--- config.mk ---
export PLATFORM = sky130hd
export DESIGN_NAME = rename_unit
export DESIGN_NICKNAME = d
export VERILOG_FILES = /design/src/design/rename_pkg.sv /design/src/design/commit_stage.sv /design/src/design/dispatch_stage.sv /design/src/design/rat_arf.sv /design/src/design/rename_unit.sv /design/src/design/rob.sv
export VERILOG_INCLUDE_DIRS = /design/src /design/src/design
export SDC_FILE = /design/constraint.sdc
export NUM_CORES = 2
export LEC_CHECK = 0
export CELL_PAD_IN_SITES_DETAIL_PLACEMENT = 1
export CELL_PAD_IN_SITES_GLOBAL_PLACEMENT = 1
export CORE_MARGIN = 10
export CORE_UTILIZATION = 60
export CTS_CLUSTER_SIZE = 16
export DETAILED_ROUTE_END_ITERATION = 12
export DONT_BUFFER_PORTS = 1
export PLACE_DENSITY = 0.84
export SYNTH_ARGS = -nofsm -noshare
export SYNTH_HDL_FRONTEND = slang
export SYNTH_SLANG_ARGS = --single-unit
--- constraint.sdc ---
create_clock -name clk -period 9.4 [get_ports clk]
set_clock_uncertainty 0.15 [all_clocks]
set_input_delay 2.35 -clock clk [delete_from_list [all_inputs] [get_ports clk]]
set_output_delay 2.35 -clock clk [all_outputs]
set_load 0.03 [all_outputs]
--- src/design/rename_settings.svh ---
`ifndef RENAME_SETTINGS_SVH
`define RENAME_SETTINGS_SVH

// width of one register value
`define RENAME_XLEN 32

// architectural registers, x0 included
`define RENAME_NUM_REGS 32

// reorder buffer entries, power of two only
`define RENAME_ROB_DEPTH 8

// log2 of the rob depth, also the rename tag width
`define RENAME_ROB_IDX_W 3

`endif

--- src/design/rename_pkg.sv ---
`include "rename_settings.svh"

package rename_pkg;

    // one register value
    typedef logic [`RENAME_XLEN-1:0] xlen_t;

    // architectural register number
    // x0 reads as zero and is never renamed
    typedef logic [4:0] reg_addr_t;

    // rob slot number, doubles as the rename tag
    typedef logic [`RENAME_ROB_IDX_W-1:0] rob_idx_t;

    // dispatch side of the four-phase handshake
    typedef enum logic [1:0] {
        DISP_IDLE,
        DISP_ALLOC,
        DISP_ACK
    } disp_state_e;

    // commit side of the four-phase handshake
    typedef enum logic [1:0] {
        COMMIT_IDLE,
        COMMIT_REQ,
        COMMIT_WAIT_DROP
    } commit_state_e;

endpackage

--- src/design/commit_stage.sv ---
`timescale 1ns/1ns

module commit_stage import rename_pkg::*; (
    input  logic      clk,
    input  logic      rst,
    // rob head
    input  logic      head_valid,
    input  logic      head_done,
    input  reg_addr_t head_rd,
    input  xlen_t     head_data,
    input  rob_idx_t  head_idx,
    output logic      retire,
    // one-cycle update toward rat_arf
    output logic      commit_valid,
    // external four-phase commit port
    output logic      commit_req,
    output reg_addr_t commit_rd,
    output xlen_t     commit_data,
    output rob_idx_t  commit_rob_idx,
    input  logic      commit_ack
);

    commit_state_e state_q;
    commit_state_e state_d;

    // head finished and nothing outstanding
    logic take_head;

    assign take_head = (state_q == COMMIT_IDLE) && head_valid && head_done;

    always_comb begin
        state_d = state_q;
        case (state_q)
            COMMIT_IDLE: begin
                if (take_head) begin
                    state_d = COMMIT_REQ;
                end
            end
            COMMIT_REQ: begin
                if (commit_ack) begin
                    state_d = COMMIT_WAIT_DROP;
                end
            end
            COMMIT_WAIT_DROP: begin
                // next retirement only after ack is gone
                if (!commit_ack) begin
                    state_d = COMMIT_IDLE;
                end
            end
            default: state_d = COMMIT_IDLE;
        endcase
    end

    always_ff @(posedge clk) begin
        if (rst) begin
            state_q      <= COMMIT_IDLE;
            retire       <= 1'b0;
            commit_valid <= 1'b0;
        end else begin
            state_q      <= state_d;
            // pop and rat update pulse together with the rise of req
            retire       <= take_head;
            commit_valid <= take_head;
        end
    end

    // latched so the request stays stable after the pop
    always_ff @(posedge clk) begin
        if (take_head) begin
            commit_rd      <= head_rd;
            commit_data    <= head_data;
            commit_rob_idx <= head_idx;
        end
    end

    assign commit_req = (state_q == COMMIT_REQ);

endmodule

--- src/design/dispatch_stage.sv ---
`timescale 1ns/1ns

module dispatch_stage import rename_pkg::*; (
    input  logic      clk,
    input  logic      rst,
    // external four-phase dispatch port
    input  logic      disp_req,
    input  reg_addr_t disp_rd,
    input  reg_addr_t disp_rs1,
    input  reg_addr_t disp_rs2,
    output logic      disp_ack,
    output rob_idx_t  disp_rob_idx,
    output logic      rs1_ready,
    output xlen_t     rs1_value,
    output rob_idx_t  rs1_tag,
    output logic      rs2_ready,
    output xlen_t     rs2_value,
    output rob_idx_t  rs2_tag,
    // rob allocation
    output logic      alloc_valid,
    output reg_addr_t alloc_rd,
    input  rob_idx_t  alloc_idx,
    input  logic      rob_full,
    // rename and operand lookup
    output logic      rename_valid,
    output reg_addr_t rename_rd,
    output rob_idx_t  rename_idx,
    output reg_addr_t rs1_addr,
    output reg_addr_t rs2_addr,
    input  logic      rat_rs1_ready,
    input  xlen_t     rat_rs1_value,
    input  rob_idx_t  rat_rs1_tag,
    input  logic      rat_rs2_ready,
    input  xlen_t     rat_rs2_value,
    input  rob_idx_t  rat_rs2_tag
);

    disp_state_e state_q;
    disp_state_e state_d;

    always_comb begin
        state_d = state_q;
        case (state_q)
            DISP_IDLE: begin
                // hold off while the rob has no free slot
                if (disp_req && !rob_full) begin
                    state_d = DISP_ALLOC;
                end
            end
            // single allocation cycle
            DISP_ALLOC: state_d = DISP_ACK;
            DISP_ACK: begin
                // release ack once the requester lets go
                if (!disp_req) begin
                    state_d = DISP_IDLE;
                end
            end
            default: state_d = DISP_IDLE;
        endcase
    end

    always_ff @(posedge clk) begin
        if (rst) begin
            state_q <= DISP_IDLE;
        end else begin
            state_q <= state_d;
        end
    end

    // operands looked up in ALLOC, before this rd gets its new tag
    always_ff @(posedge clk) begin
        if (state_q == DISP_ALLOC) begin
            disp_rob_idx <= alloc_idx;
            rs1_ready    <= rat_rs1_ready;
            rs1_value    <= rat_rs1_value;
            rs1_tag      <= rat_rs1_tag;
            rs2_ready    <= rat_rs2_ready;
            rs2_value    <= rat_rs2_value;
            rs2_tag      <= rat_rs2_tag;
        end
    end

    assign disp_ack = (state_q == DISP_ACK);

    // request fields are stable while disp_req is high
    assign rs1_addr = disp_rs1;
    assign rs2_addr = disp_rs2;

    // x0 still takes a rob slot, it just skips the rename
    assign alloc_valid  = (state_q == DISP_ALLOC);
    assign alloc_rd     = disp_rd;
    assign rename_valid = alloc_valid && (disp_rd != '0);
    assign rename_rd    = disp_rd;
    assign rename_idx   = alloc_idx;

endmodule

--- src/design/rat_arf.sv ---
`timescale 1ns/1ns
`include "rename_settings.svh"

module rat_arf import rename_pkg::*; (
    input  logic      clk,
    input  logic      rst,
    // new producer from dispatch
    input  logic      rename_valid,
    input  reg_addr_t rename_rd,
    input  rob_idx_t  rename_idx,
    // retired result from commit
    input  logic      commit_valid,
    input  reg_addr_t commit_rd,
    input  xlen_t     commit_data,
    input  rob_idx_t  commit_idx,
    // operand lookup
    input  reg_addr_t rs1_addr,
    input  reg_addr_t rs2_addr,
    output logic      rs1_ready,
    output xlen_t     rs1_value,
    output rob_idx_t  rs1_tag,
    output logic      rs2_ready,
    output xlen_t     rs2_value,
    output rob_idx_t  rs2_tag
);

    localparam int unsigned NUM_REGS = `RENAME_NUM_REGS;

    // per register state
    xlen_t    value_q [NUM_REGS];
    logic     ready_q [NUM_REGS];
    rob_idx_t tag_q   [NUM_REGS];

    // two read ports share one lookup
    reg_addr_t rd_addr  [2];
    logic      rd_ready [2];
    xlen_t     rd_value [2];
    rob_idx_t  rd_tag   [2];

    always_ff @(posedge clk) begin
        if (rst) begin
            for (int i = 0; i < NUM_REGS; i++) begin
                value_q[i] <= '0;
                ready_q[i] <= 1'b1;
                tag_q[i]   <= '0;
            end
        end else begin
            // value always lands, ready only if no newer producer
            if (commit_valid && (commit_rd != '0)) begin
                value_q[commit_rd] <= commit_data;
                if (tag_q[commit_rd] == commit_idx) begin
                    ready_q[commit_rd] <= 1'b1;
                end
            end
            // later assignment so a same-cycle rename keeps ready low
            if (rename_valid && (rename_rd != '0)) begin
                ready_q[rename_rd] <= 1'b0;
                tag_q[rename_rd]   <= rename_idx;
            end
        end
    end

    assign rd_addr[0] = rs1_addr;
    assign rd_addr[1] = rs2_addr;

    for (genvar p = 0; p < 2; p++) begin : g_read
        always_comb begin
            rd_ready[p] = ready_q[rd_addr[p]];
            rd_value[p] = value_q[rd_addr[p]];
            rd_tag[p]   = tag_q[rd_addr[p]];
            // retirement in flight for the latest producer
            if (!ready_q[rd_addr[p]] && commit_valid && (commit_rd == rd_addr[p])
                && (commit_idx == tag_q[rd_addr[p]])) begin
                rd_ready[p] = 1'b1;
                rd_value[p] = commit_data;
            end
        end
    end

    assign rs1_ready = rd_ready[0];
    assign rs1_value = rd_value[0];
    assign rs1_tag   = rd_tag[0];
    assign rs2_ready = rd_ready[1];
    assign rs2_value = rd_value[1];
    assign rs2_tag   = rd_tag[1];

endmodule

--- src/design/rename_unit.sv ---
`timescale 1ns/1ns

module rename_unit import rename_pkg::*; (
    input  logic      clk,
    input  logic      rst,
    // dispatch handshake
    input  logic      disp_req,
    input  reg_addr_t disp_rd,
    input  reg_addr_t disp_rs1,
    input  reg_addr_t disp_rs2,
    output logic      disp_ack,
    output rob_idx_t  disp_rob_idx,
    output logic      rs1_ready,
    output xlen_t     rs1_value,
    output rob_idx_t  rs1_tag,
    output logic      rs2_ready,
    output xlen_t     rs2_value,
    output rob_idx_t  rs2_tag,
    // execution writeback
    input  logic      wb_valid,
    input  rob_idx_t  wb_rob_idx,
    input  xlen_t     wb_data,
    // commit handshake
    output logic      commit_req,
    output reg_addr_t commit_rd,
    output xlen_t     commit_data,
    output rob_idx_t  commit_rob_idx,
    input  logic      commit_ack
);

    // dispatch to rob
    logic      alloc_valid;
    reg_addr_t alloc_rd;
    rob_idx_t  alloc_idx;
    logic      rob_full;

    // dispatch to rat_arf
    logic      rename_valid;
    reg_addr_t rename_rd;
    rob_idx_t  rename_idx;
    reg_addr_t rs1_addr;
    reg_addr_t rs2_addr;
    logic      rat_rs1_ready;
    xlen_t     rat_rs1_value;
    rob_idx_t  rat_rs1_tag;
    logic      rat_rs2_ready;
    xlen_t     rat_rs2_value;
    rob_idx_t  rat_rs2_tag;

    // rob head to commit
    logic      head_valid;
    logic      head_done;
    reg_addr_t head_rd;
    xlen_t     head_data;
    rob_idx_t  head_idx;
    logic      retire;

    // commit to rat_arf, data fields shared with the external port
    logic      commit_valid;

    dispatch_stage dispatch_i (
        .clk          (clk),
        .rst          (rst),
        .disp_req     (disp_req),
        .disp_rd      (disp_rd),
        .disp_rs1     (disp_rs1),
        .disp_rs2     (disp_rs2),
        .disp_ack     (disp_ack),
        .disp_rob_idx (disp_rob_idx),
        .rs1_ready    (rs1_ready),
        .rs1_value    (rs1_value),
        .rs1_tag      (rs1_tag),
        .rs2_ready    (rs2_ready),
        .rs2_value    (rs2_value),
        .rs2_tag      (rs2_tag),
        .alloc_valid  (alloc_valid),
        .alloc_rd     (alloc_rd),
        .alloc_idx    (alloc_idx),
        .rob_full     (rob_full),
        .rename_valid (rename_valid),
        .rename_rd    (rename_rd),
        .rename_idx   (rename_idx),
        .rs1_addr     (rs1_addr),
        .rs2_addr     (rs2_addr),
        .rat_rs1_ready(rat_rs1_ready),
        .rat_rs1_value(rat_rs1_value),
        .rat_rs1_tag  (rat_rs1_tag),
        .rat_rs2_ready(rat_rs2_ready),
        .rat_rs2_value(rat_rs2_value),
        .rat_rs2_tag  (rat_rs2_tag)
    );

    rat_arf rat_arf_i (
        .clk          (clk),
        .rst          (rst),
        .rename_valid (rename_valid),
        .rename_rd    (rename_rd),
        .rename_idx   (rename_idx),
        .commit_valid (commit_valid),
        .commit_rd    (commit_rd),
        .commit_data  (commit_data),
        .commit_idx   (commit_rob_idx),
        .rs1_addr     (rs1_addr),
        .rs2_addr     (rs2_addr),
        .rs1_ready    (rat_rs1_ready),
        .rs1_value    (rat_rs1_value),
        .rs1_tag      (rat_rs1_tag),
        .rs2_ready    (rat_rs2_ready),
        .rs2_value    (rat_rs2_value),
        .rs2_tag      (rat_rs2_tag)
    );

    rob rob_i (
        .clk         (clk),
        .rst         (rst),
        .alloc_valid (alloc_valid),
        .alloc_rd    (alloc_rd),
        .alloc_idx   (alloc_idx),
        .rob_full    (rob_full),
        .wb_valid    (wb_valid),
        .wb_rob_idx  (wb_rob_idx),
        .wb_data     (wb_data),
        .head_valid  (head_valid),
        .head_done   (head_done),
        .head_rd     (head_rd),
        .head_data   (head_data),
        .head_idx    (head_idx),
        .retire      (retire)
    );

    commit_stage commit_i (
        .clk            (clk),
        .rst            (rst),
        .head_valid     (head_valid),
        .head_done      (head_done),
        .head_rd        (head_rd),
        .head_data      (head_data),
        .head_idx       (head_idx),
        .retire         (retire),
        .commit_valid   (commit_valid),
        .commit_req     (commit_req),
        .commit_rd      (commit_rd),
        .commit_data    (commit_data),
        .commit_rob_idx (commit_rob_idx),
        .commit_ack     (commit_ack)
    );

endmodule

--- src/design/rob.sv ---
`timescale 1ns/1ns
`include "rename_settings.svh"

module rob import rename_pkg::*; (
    input  logic      clk,
    input  logic      rst,
    // allocation at the tail
    input  logic      alloc_valid,
    input  reg_addr_t alloc_rd,
    output rob_idx_t  alloc_idx,
    output logic      rob_full,
    // execution writeback strobe
    input  logic      wb_valid,
    input  rob_idx_t  wb_rob_idx,
    input  xlen_t     wb_data,
    // oldest entry for commit
    output logic      head_valid,
    output logic      head_done,
    output reg_addr_t head_rd,
    output xlen_t     head_data,
    output rob_idx_t  head_idx,
    input  logic      retire
);

    localparam int unsigned DEPTH = `RENAME_ROB_DEPTH;

    // occupancy needs one bit more than the index
    typedef logic [`RENAME_ROB_IDX_W:0] rob_cnt_t;
    localparam rob_cnt_t FULL_CNT = rob_cnt_t'(DEPTH);

    // entry control
    logic busy_q [DEPTH];
    logic done_q [DEPTH];

    // entry payload
    reg_addr_t rd_q   [DEPTH];
    xlen_t     data_q [DEPTH];

    rob_idx_t head_q;
    rob_idx_t tail_q;
    rob_cnt_t count_q;

    always_ff @(posedge clk) begin
        if (rst) begin
            head_q  <= '0;
            tail_q  <= '0;
            count_q <= '0;
            for (int i = 0; i < DEPTH; i++) begin
                busy_q[i] <= 1'b0;
                done_q[i] <= 1'b0;
            end
        end else begin
            if (alloc_valid) begin
                busy_q[tail_q] <= 1'b1;
                done_q[tail_q] <= 1'b0;
                tail_q         <= tail_q + rob_idx_t'(1);
            end
            // stray strobe to a free slot is dropped
            if (wb_valid && busy_q[wb_rob_idx]) begin
                done_q[wb_rob_idx] <= 1'b1;
            end
            if (retire) begin
                busy_q[head_q] <= 1'b0;
                done_q[head_q] <= 1'b0;
                head_q         <= head_q + rob_idx_t'(1);
            end
            // pointers wrap on their own, depth is a power of two
            if (alloc_valid && !retire) begin
                count_q <= count_q + rob_cnt_t'(1);
            end else if (retire && !alloc_valid) begin
                count_q <= count_q - rob_cnt_t'(1);
            end
        end
    end

    // payload writes
    always_ff @(posedge clk) begin
        if (alloc_valid) begin
            rd_q[tail_q] <= alloc_rd;
        end
        if (wb_valid && busy_q[wb_rob_idx]) begin
            data_q[wb_rob_idx] <= wb_data;
        end
    end

    assign alloc_idx = tail_q;
    assign rob_full  = (count_q == FULL_CNT);

    assign head_valid = busy_q[head_q];
    assign head_done  = done_q[head_q];
    assign head_rd    = rd_q[head_q];
    assign head_data  = data_q[head_q];
    assign head_idx   = head_q;

endmodule

==> qor.log <==
INFO  detailed_routing ant_nets=0
INFO  logic_synthesis postSynth.asyncResetShare=0%
INFO  hold_path      hold_path.class=reg -> reg
INFO  logic_synthesis synth_top_area_share=58.5%
INFO  floorplanning  dieWidth=382um
INFO  clocking       postCtsSetupRepairBufs=0
INFO  pwr            peakVddDrop=0.215mV
INFO  layout         fillCellCount=11000
INFO  pwr            power_density=187nW/um2
INFO  detailed_routing routed-via-count=49700
INFO  timing         timing.final.max_slew_violations=0
INFO  clocking       clk_latency=0.83ns
INFO  logic_synthesis synth.largest_area_cell=sky130_fd_sc_hd__edfxtp_1
INFO  timing         layout_worst_path_cycle_share=57.6%
INFO  global_routing grt_pass1_wl=383000um
INFO  logic_synthesis synth_seq_cells=1597
INFO  layout         finalNetCount=4760
INFO  pwr            sequential_power_share=51.3%
INFO  worst_setup_path worst_ep_arrival_time=5.82ns
INFO  timing         timing.setup.tns=0ns
INFO  clocking       cts.sinks=1597
INFO  logic_synthesis synthesis.yosys.warnings=0
INFO  placed_design  hpwlAfterDp=147000um
INFO  global_routing grtUsageTotal=36.5%
INFO  timing         slew-limit-headroom=8.06%
INFO  pwr            internal_dissipation=12.4mW
INFO  logic_synthesis synthDistinctLibCells=58
INFO  pwr            combinational_fraction_of_design_power=6.3%
INFO  worst_setup_path worst_setup_path_category=in -> reg
INFO  pwr            static-leakage-power=29.6nW
INFO  pwr            power.clock.fraction=42.3%
INFO  worst_setup_path critPathCaptureType=register
INFO  floorplanning  io-pin-count=172
INFO  logic_synthesis yosys.area_share.xor_xnor=0.301%
INFO  timing         finalSetupViolations=0
INFO  global_routing first_global_vias=52400
INFO  placed_design  gpl.final_weighted_congestion=0.955
INFO  clocking       post_cts_hold_fix_bufs=0
INFO  clocking       h_tree_levels=4
INFO  timing         finalCriticalPeriod=5.42ns
INFO  logic_synthesis seq_area_frac_synth=60.2%
INFO  floorplanning  core_area=130000um2
INFO  detailed_routing dr.pass1.iters=6
INFO  logic_synthesis synth_top_family_by_area=multiplexers
INFO  worst_setup_path worstPathRequired=9.80ns
INFO  detailed_routing route.detailed.drc=0
INFO  worst_setup_path crit_path_start_kind=primary input
INFO  pwr            swShare=22.9%
INFO  floorplanning  fp.dieArea=146000um2
INFO  logic_synthesis postSynthCellCount=4836
INFO  logic_synthesis synth-simple-area-share=12.0%
INFO  detailed_routing ratio_of_routed_vias_to_standard_cells=7.55
INFO  logic_synthesis synth.cell_area=78600um2
INFO  timing         grt_setup_unrepaired=no
INFO  logic_synthesis synth-compound-area-share=2.45%
INFO  timing         max_clock_freq=185MHz
INFO  job            drv.max_cap_violation_count=0
INFO  status         outcome=complete, no violations
INFO  placed_design  buffer_ports.inserted=0
INFO  timing         worst-slew-pin-transition=1.38ns
INFO  layout         layout-drive-gt1-share=26.8%
INFO  logic_synthesis post_synth_edffs=1531
INFO  detailed_routing drt_wl_total=269000um
INFO  clocking       clock_path_buffers=3
INFO  floorplanning  std_cell_rows=132
INFO  detailed_routing drt_first_iter_violations=8288
INFO  floorplanning  floorplan.initialDensity=60.6%
INFO  layout         area_growth_synth_to_finish=9.21%
INFO  logic_synthesis synth_flop_cell=sky130_fd_sc_hd__edfxtp_1
INFO  clocking       root_buffer=sky130_fd_sc_hd__clkbuf_16
INFO  clocking       cts.clk_slew.worst_paths=0.06ns
INFO  global_routing largest_net_degree_at_the_start_of_global_routing=299
INFO  logic_synthesis synth.area.top_cells=sky130_fd_sc_hd__edfxtp_1 (58%), sky130_fd_sc_hd__mux4_2 (20%), sky130_fd_sc_hd__and2_1 (8.7%)
INFO  clocking       cts_tree=done
INFO  timing         final_hold_viol_count=0
INFO  worst_setup_path path_max_fanout=43
INFO  global_routing grt_overflow_total=0
INFO  global_routing antenna_found_initial=16
INFO  layout         post-route-util=66.1%
INFO  detailed_routing wl_per_cell=40.8um
INFO  floorplanning  chipHeight=382um
INFO  clocking       post_cts_gate_resize_count=0
INFO  pwr            p_sw=3.67mW
INFO  clocking       tritoncts_buffers=167
INFO  logic_synthesis synth_mux_area_share=22.6%
INFO  logic_synthesis per_instance_average_area_after_synthesis=16.3um2
INFO  logic_synthesis synth-adder-area-share=0.105%
## metrics by stage
step	cell area (um2)	hold WS (ns)	setup WS [ns]	power, mW	instances
2_1_floorplan	78800	0.253	2.20	9.12	4870
3_3_place_gp	80300	0.265	3.47	9.27	6272
3_5_place_dp	80300	0.292	3.39	9.33	6272
4_1_cts	85900	0.304	4.23	16.0	6577
5_1_grt	85900	0.330	4.01	16.3	6578
6_report	85900	0.294	3.98	16.0	6583
## critical path: stages
cell and delay [ns]:
sky130_fd_sc_hd__inv_2 0.94, sky130_fd_sc_hd__a311o_1 0.23, sky130_fd_sc_hd__nor3_1 0.05, sky130_fd_sc_hd__or3_1 0.43, sky130_fd_sc_hd__xor2_1 0.18, sky130_fd_sc_hd__or4_4 0.98
sky130_fd_sc_hd__mux2_4 0.47
## final timing paths
path	startpoint	to	slack, ns	cells past startpoint
worst max-delay path	disp_rs1[3]	dispatch_i.rs1_value[4]$_DFFE_PP_	3.98	7
worst max register to register	commit_i.commit_rd[4]$_DFFE_PP_	rat_arf_i.value_q[20][13]$_SDFFCE_PN0P_	4.83	4
worst min-delay path	dispatch_i.state_q[1]$_SDFFE_PP0P_	dispatch_i.state_q[0]$_SDFFE_PP0P_	0.29	1
worst min register to register	dispatch_i.state_q[1]$_SDFFE_PP0P_	dispatch_i.state_q[0]$_SDFFE_PP0P_	0.29	1
## cell usage after synthesis, drive strengths merged, types with 14 or more instances
cell / n
a21oi: 14
a22oi: 169
and2: 1095
buf: 97
clkbuf: 367
dfxtp: 66
edfxtp: 1531
mux2: 109
mux2i: 46
mux4: 710
nand2: 138
nand3b: 33
nand4: 45
nor2: 126
nor2b: 25
o22ai: 37
or2: 66
xor2: 17
## state kept, by name, indices dropped and copies added, names as in the netlist, named ones only
register and flops:
rob_i.done_q 8, dispatch_i.rs1_ready 1, dispatch_i.rs2_value 32, commit_i.state_q 2
commit_i.commit_rd 5, dispatch_i.rs2_ready 1, rat_arf_i.ready_q 32, commit_i.commit_valid 1
rob_i.head_idx 3, dispatch_i.state_q 2, dispatch_i.rs2_tag 3, rob_i.count_q 4
rat_arf_i.tag_q 96, rob_i.busy_q 8, commit_i.commit_data 32, rob_i.alloc_idx 3
rob_i.rd_q 40, rat_arf_i.value_q 1024, dispatch_i.rs1_tag 3, dispatch_i.disp_rob_idx 3
commit_i.commit_rob_idx 3, rob_i.data_q 256, dispatch_i.rs1_value 32
## placed cells by master, fill, tap and decap left out, types with 14 or more instances in the layout
| cell type | Yosys | final |
|---|---|---|
| sky130_fd_sc_hd__clkbuf_1 | 367 | 34 |
| sky130_fd_sc_hd__clkinv_1 | 1 | 35 |
| sky130_fd_sc_hd__nor2b_1 | 25 | 23 |
| sky130_fd_sc_hd__o22ai_1 | 37 | 37 |
| sky130_fd_sc_hd__nand4_1 | 45 | 45 |
| sky130_fd_sc_hd__buf_4 | 4 | 124 |
| sky130_fd_sc_hd__conb_1 | 1 | 35 |
| sky130_fd_sc_hd__mux2_4 | 29 | 29 |
| sky130_fd_sc_hd__clkinv_2 | 0 | 24 |
| sky130_fd_sc_hd__clkbuf_16 | 0 | 170 |
| sky130_fd_sc_hd__or2_2 | 66 | 66 |
| sky130_fd_sc_hd__nor2_4 | 0 | 30 |
| sky130_fd_sc_hd__and2_1 | 1094 | 1094 |
| sky130_fd_sc_hd__nand3b_1 | 33 | 33 |
| sky130_fd_sc_hd__nor2_1 | 126 | 96 |
| sky130_fd_sc_hd__dfxtp_1 | 66 | 66 |
| sky130_fd_sc_hd__mux4_2 | 710 | 710 |
| sky130_fd_sc_hd__a21oi_1 | 14 | 14 |
| sky130_fd_sc_hd__a22oi_1 | 169 | 169 |
| sky130_fd_sc_hd__mux2_2 | 80 | 80 |
| sky130_fd_sc_hd__nand2_1 | 138 | 138 |
| sky130_fd_sc_hd__edfxtp_1 | 1531 | 1531 |
| sky130_fd_sc_hd__xor2_1 | 17 | 17 |
| sky130_fd_sc_hd__mux2i_1 | 46 | 46 |
## area by class of cell
cell class	instances	area [um2]	area share [%]
Clock buffer	212	4490	5.23
Sequential cell	1597	47300	55.1
Inverter	9	41.3	0.0481
Timing Repair Buffer	124	931	1.08
Antenna cell	6	15.0	0.0175
Multi-Input combinational cell	2800	29900	34.8
Tap cell	1742	2180	2.54
Clock inverter	93	1010	1.18
## cell families (layout without fill, tap and decap cells)
| logic type | count (synthesis) | after routing |
|---|---|---|
| simple gates | 1602 | 1602 |
| flops | 1597 | 1597 |
| mux | 865 | 865 |
| buf+inv | 473 | 438 |
| compound gates | 265 | 265 |
| xor+xnor | 27 | 27 |
| fa+ha+maj | 6 | 6 |
| other cells | 1 | 41 |
## power groups by stage
stage                     clock network [mW]  logic, mW  registers [mW]
after CTS                               6.78      0.991            8.22
after detailed placement                   0      0.976            8.36
final                                   6.78       1.02            8.22
after global routing                    7.06       1.04            8.23
after floorplan                            0      0.843            8.27
after global placement                     0      0.945            8.32
## metal layers
layer / GRT usage (%) / vias up / wire [um]
li1: - / 18500 / -
met1: 45.7 / 25900 / 88000
met2: 58.3 / 4324 / 129000
met3: 9.20 / 973 / 33600
met4: 20.8 / 4 / 18300
met5: 0 / - / 36
Note: power is estimated with default switching activity, not from simulation.
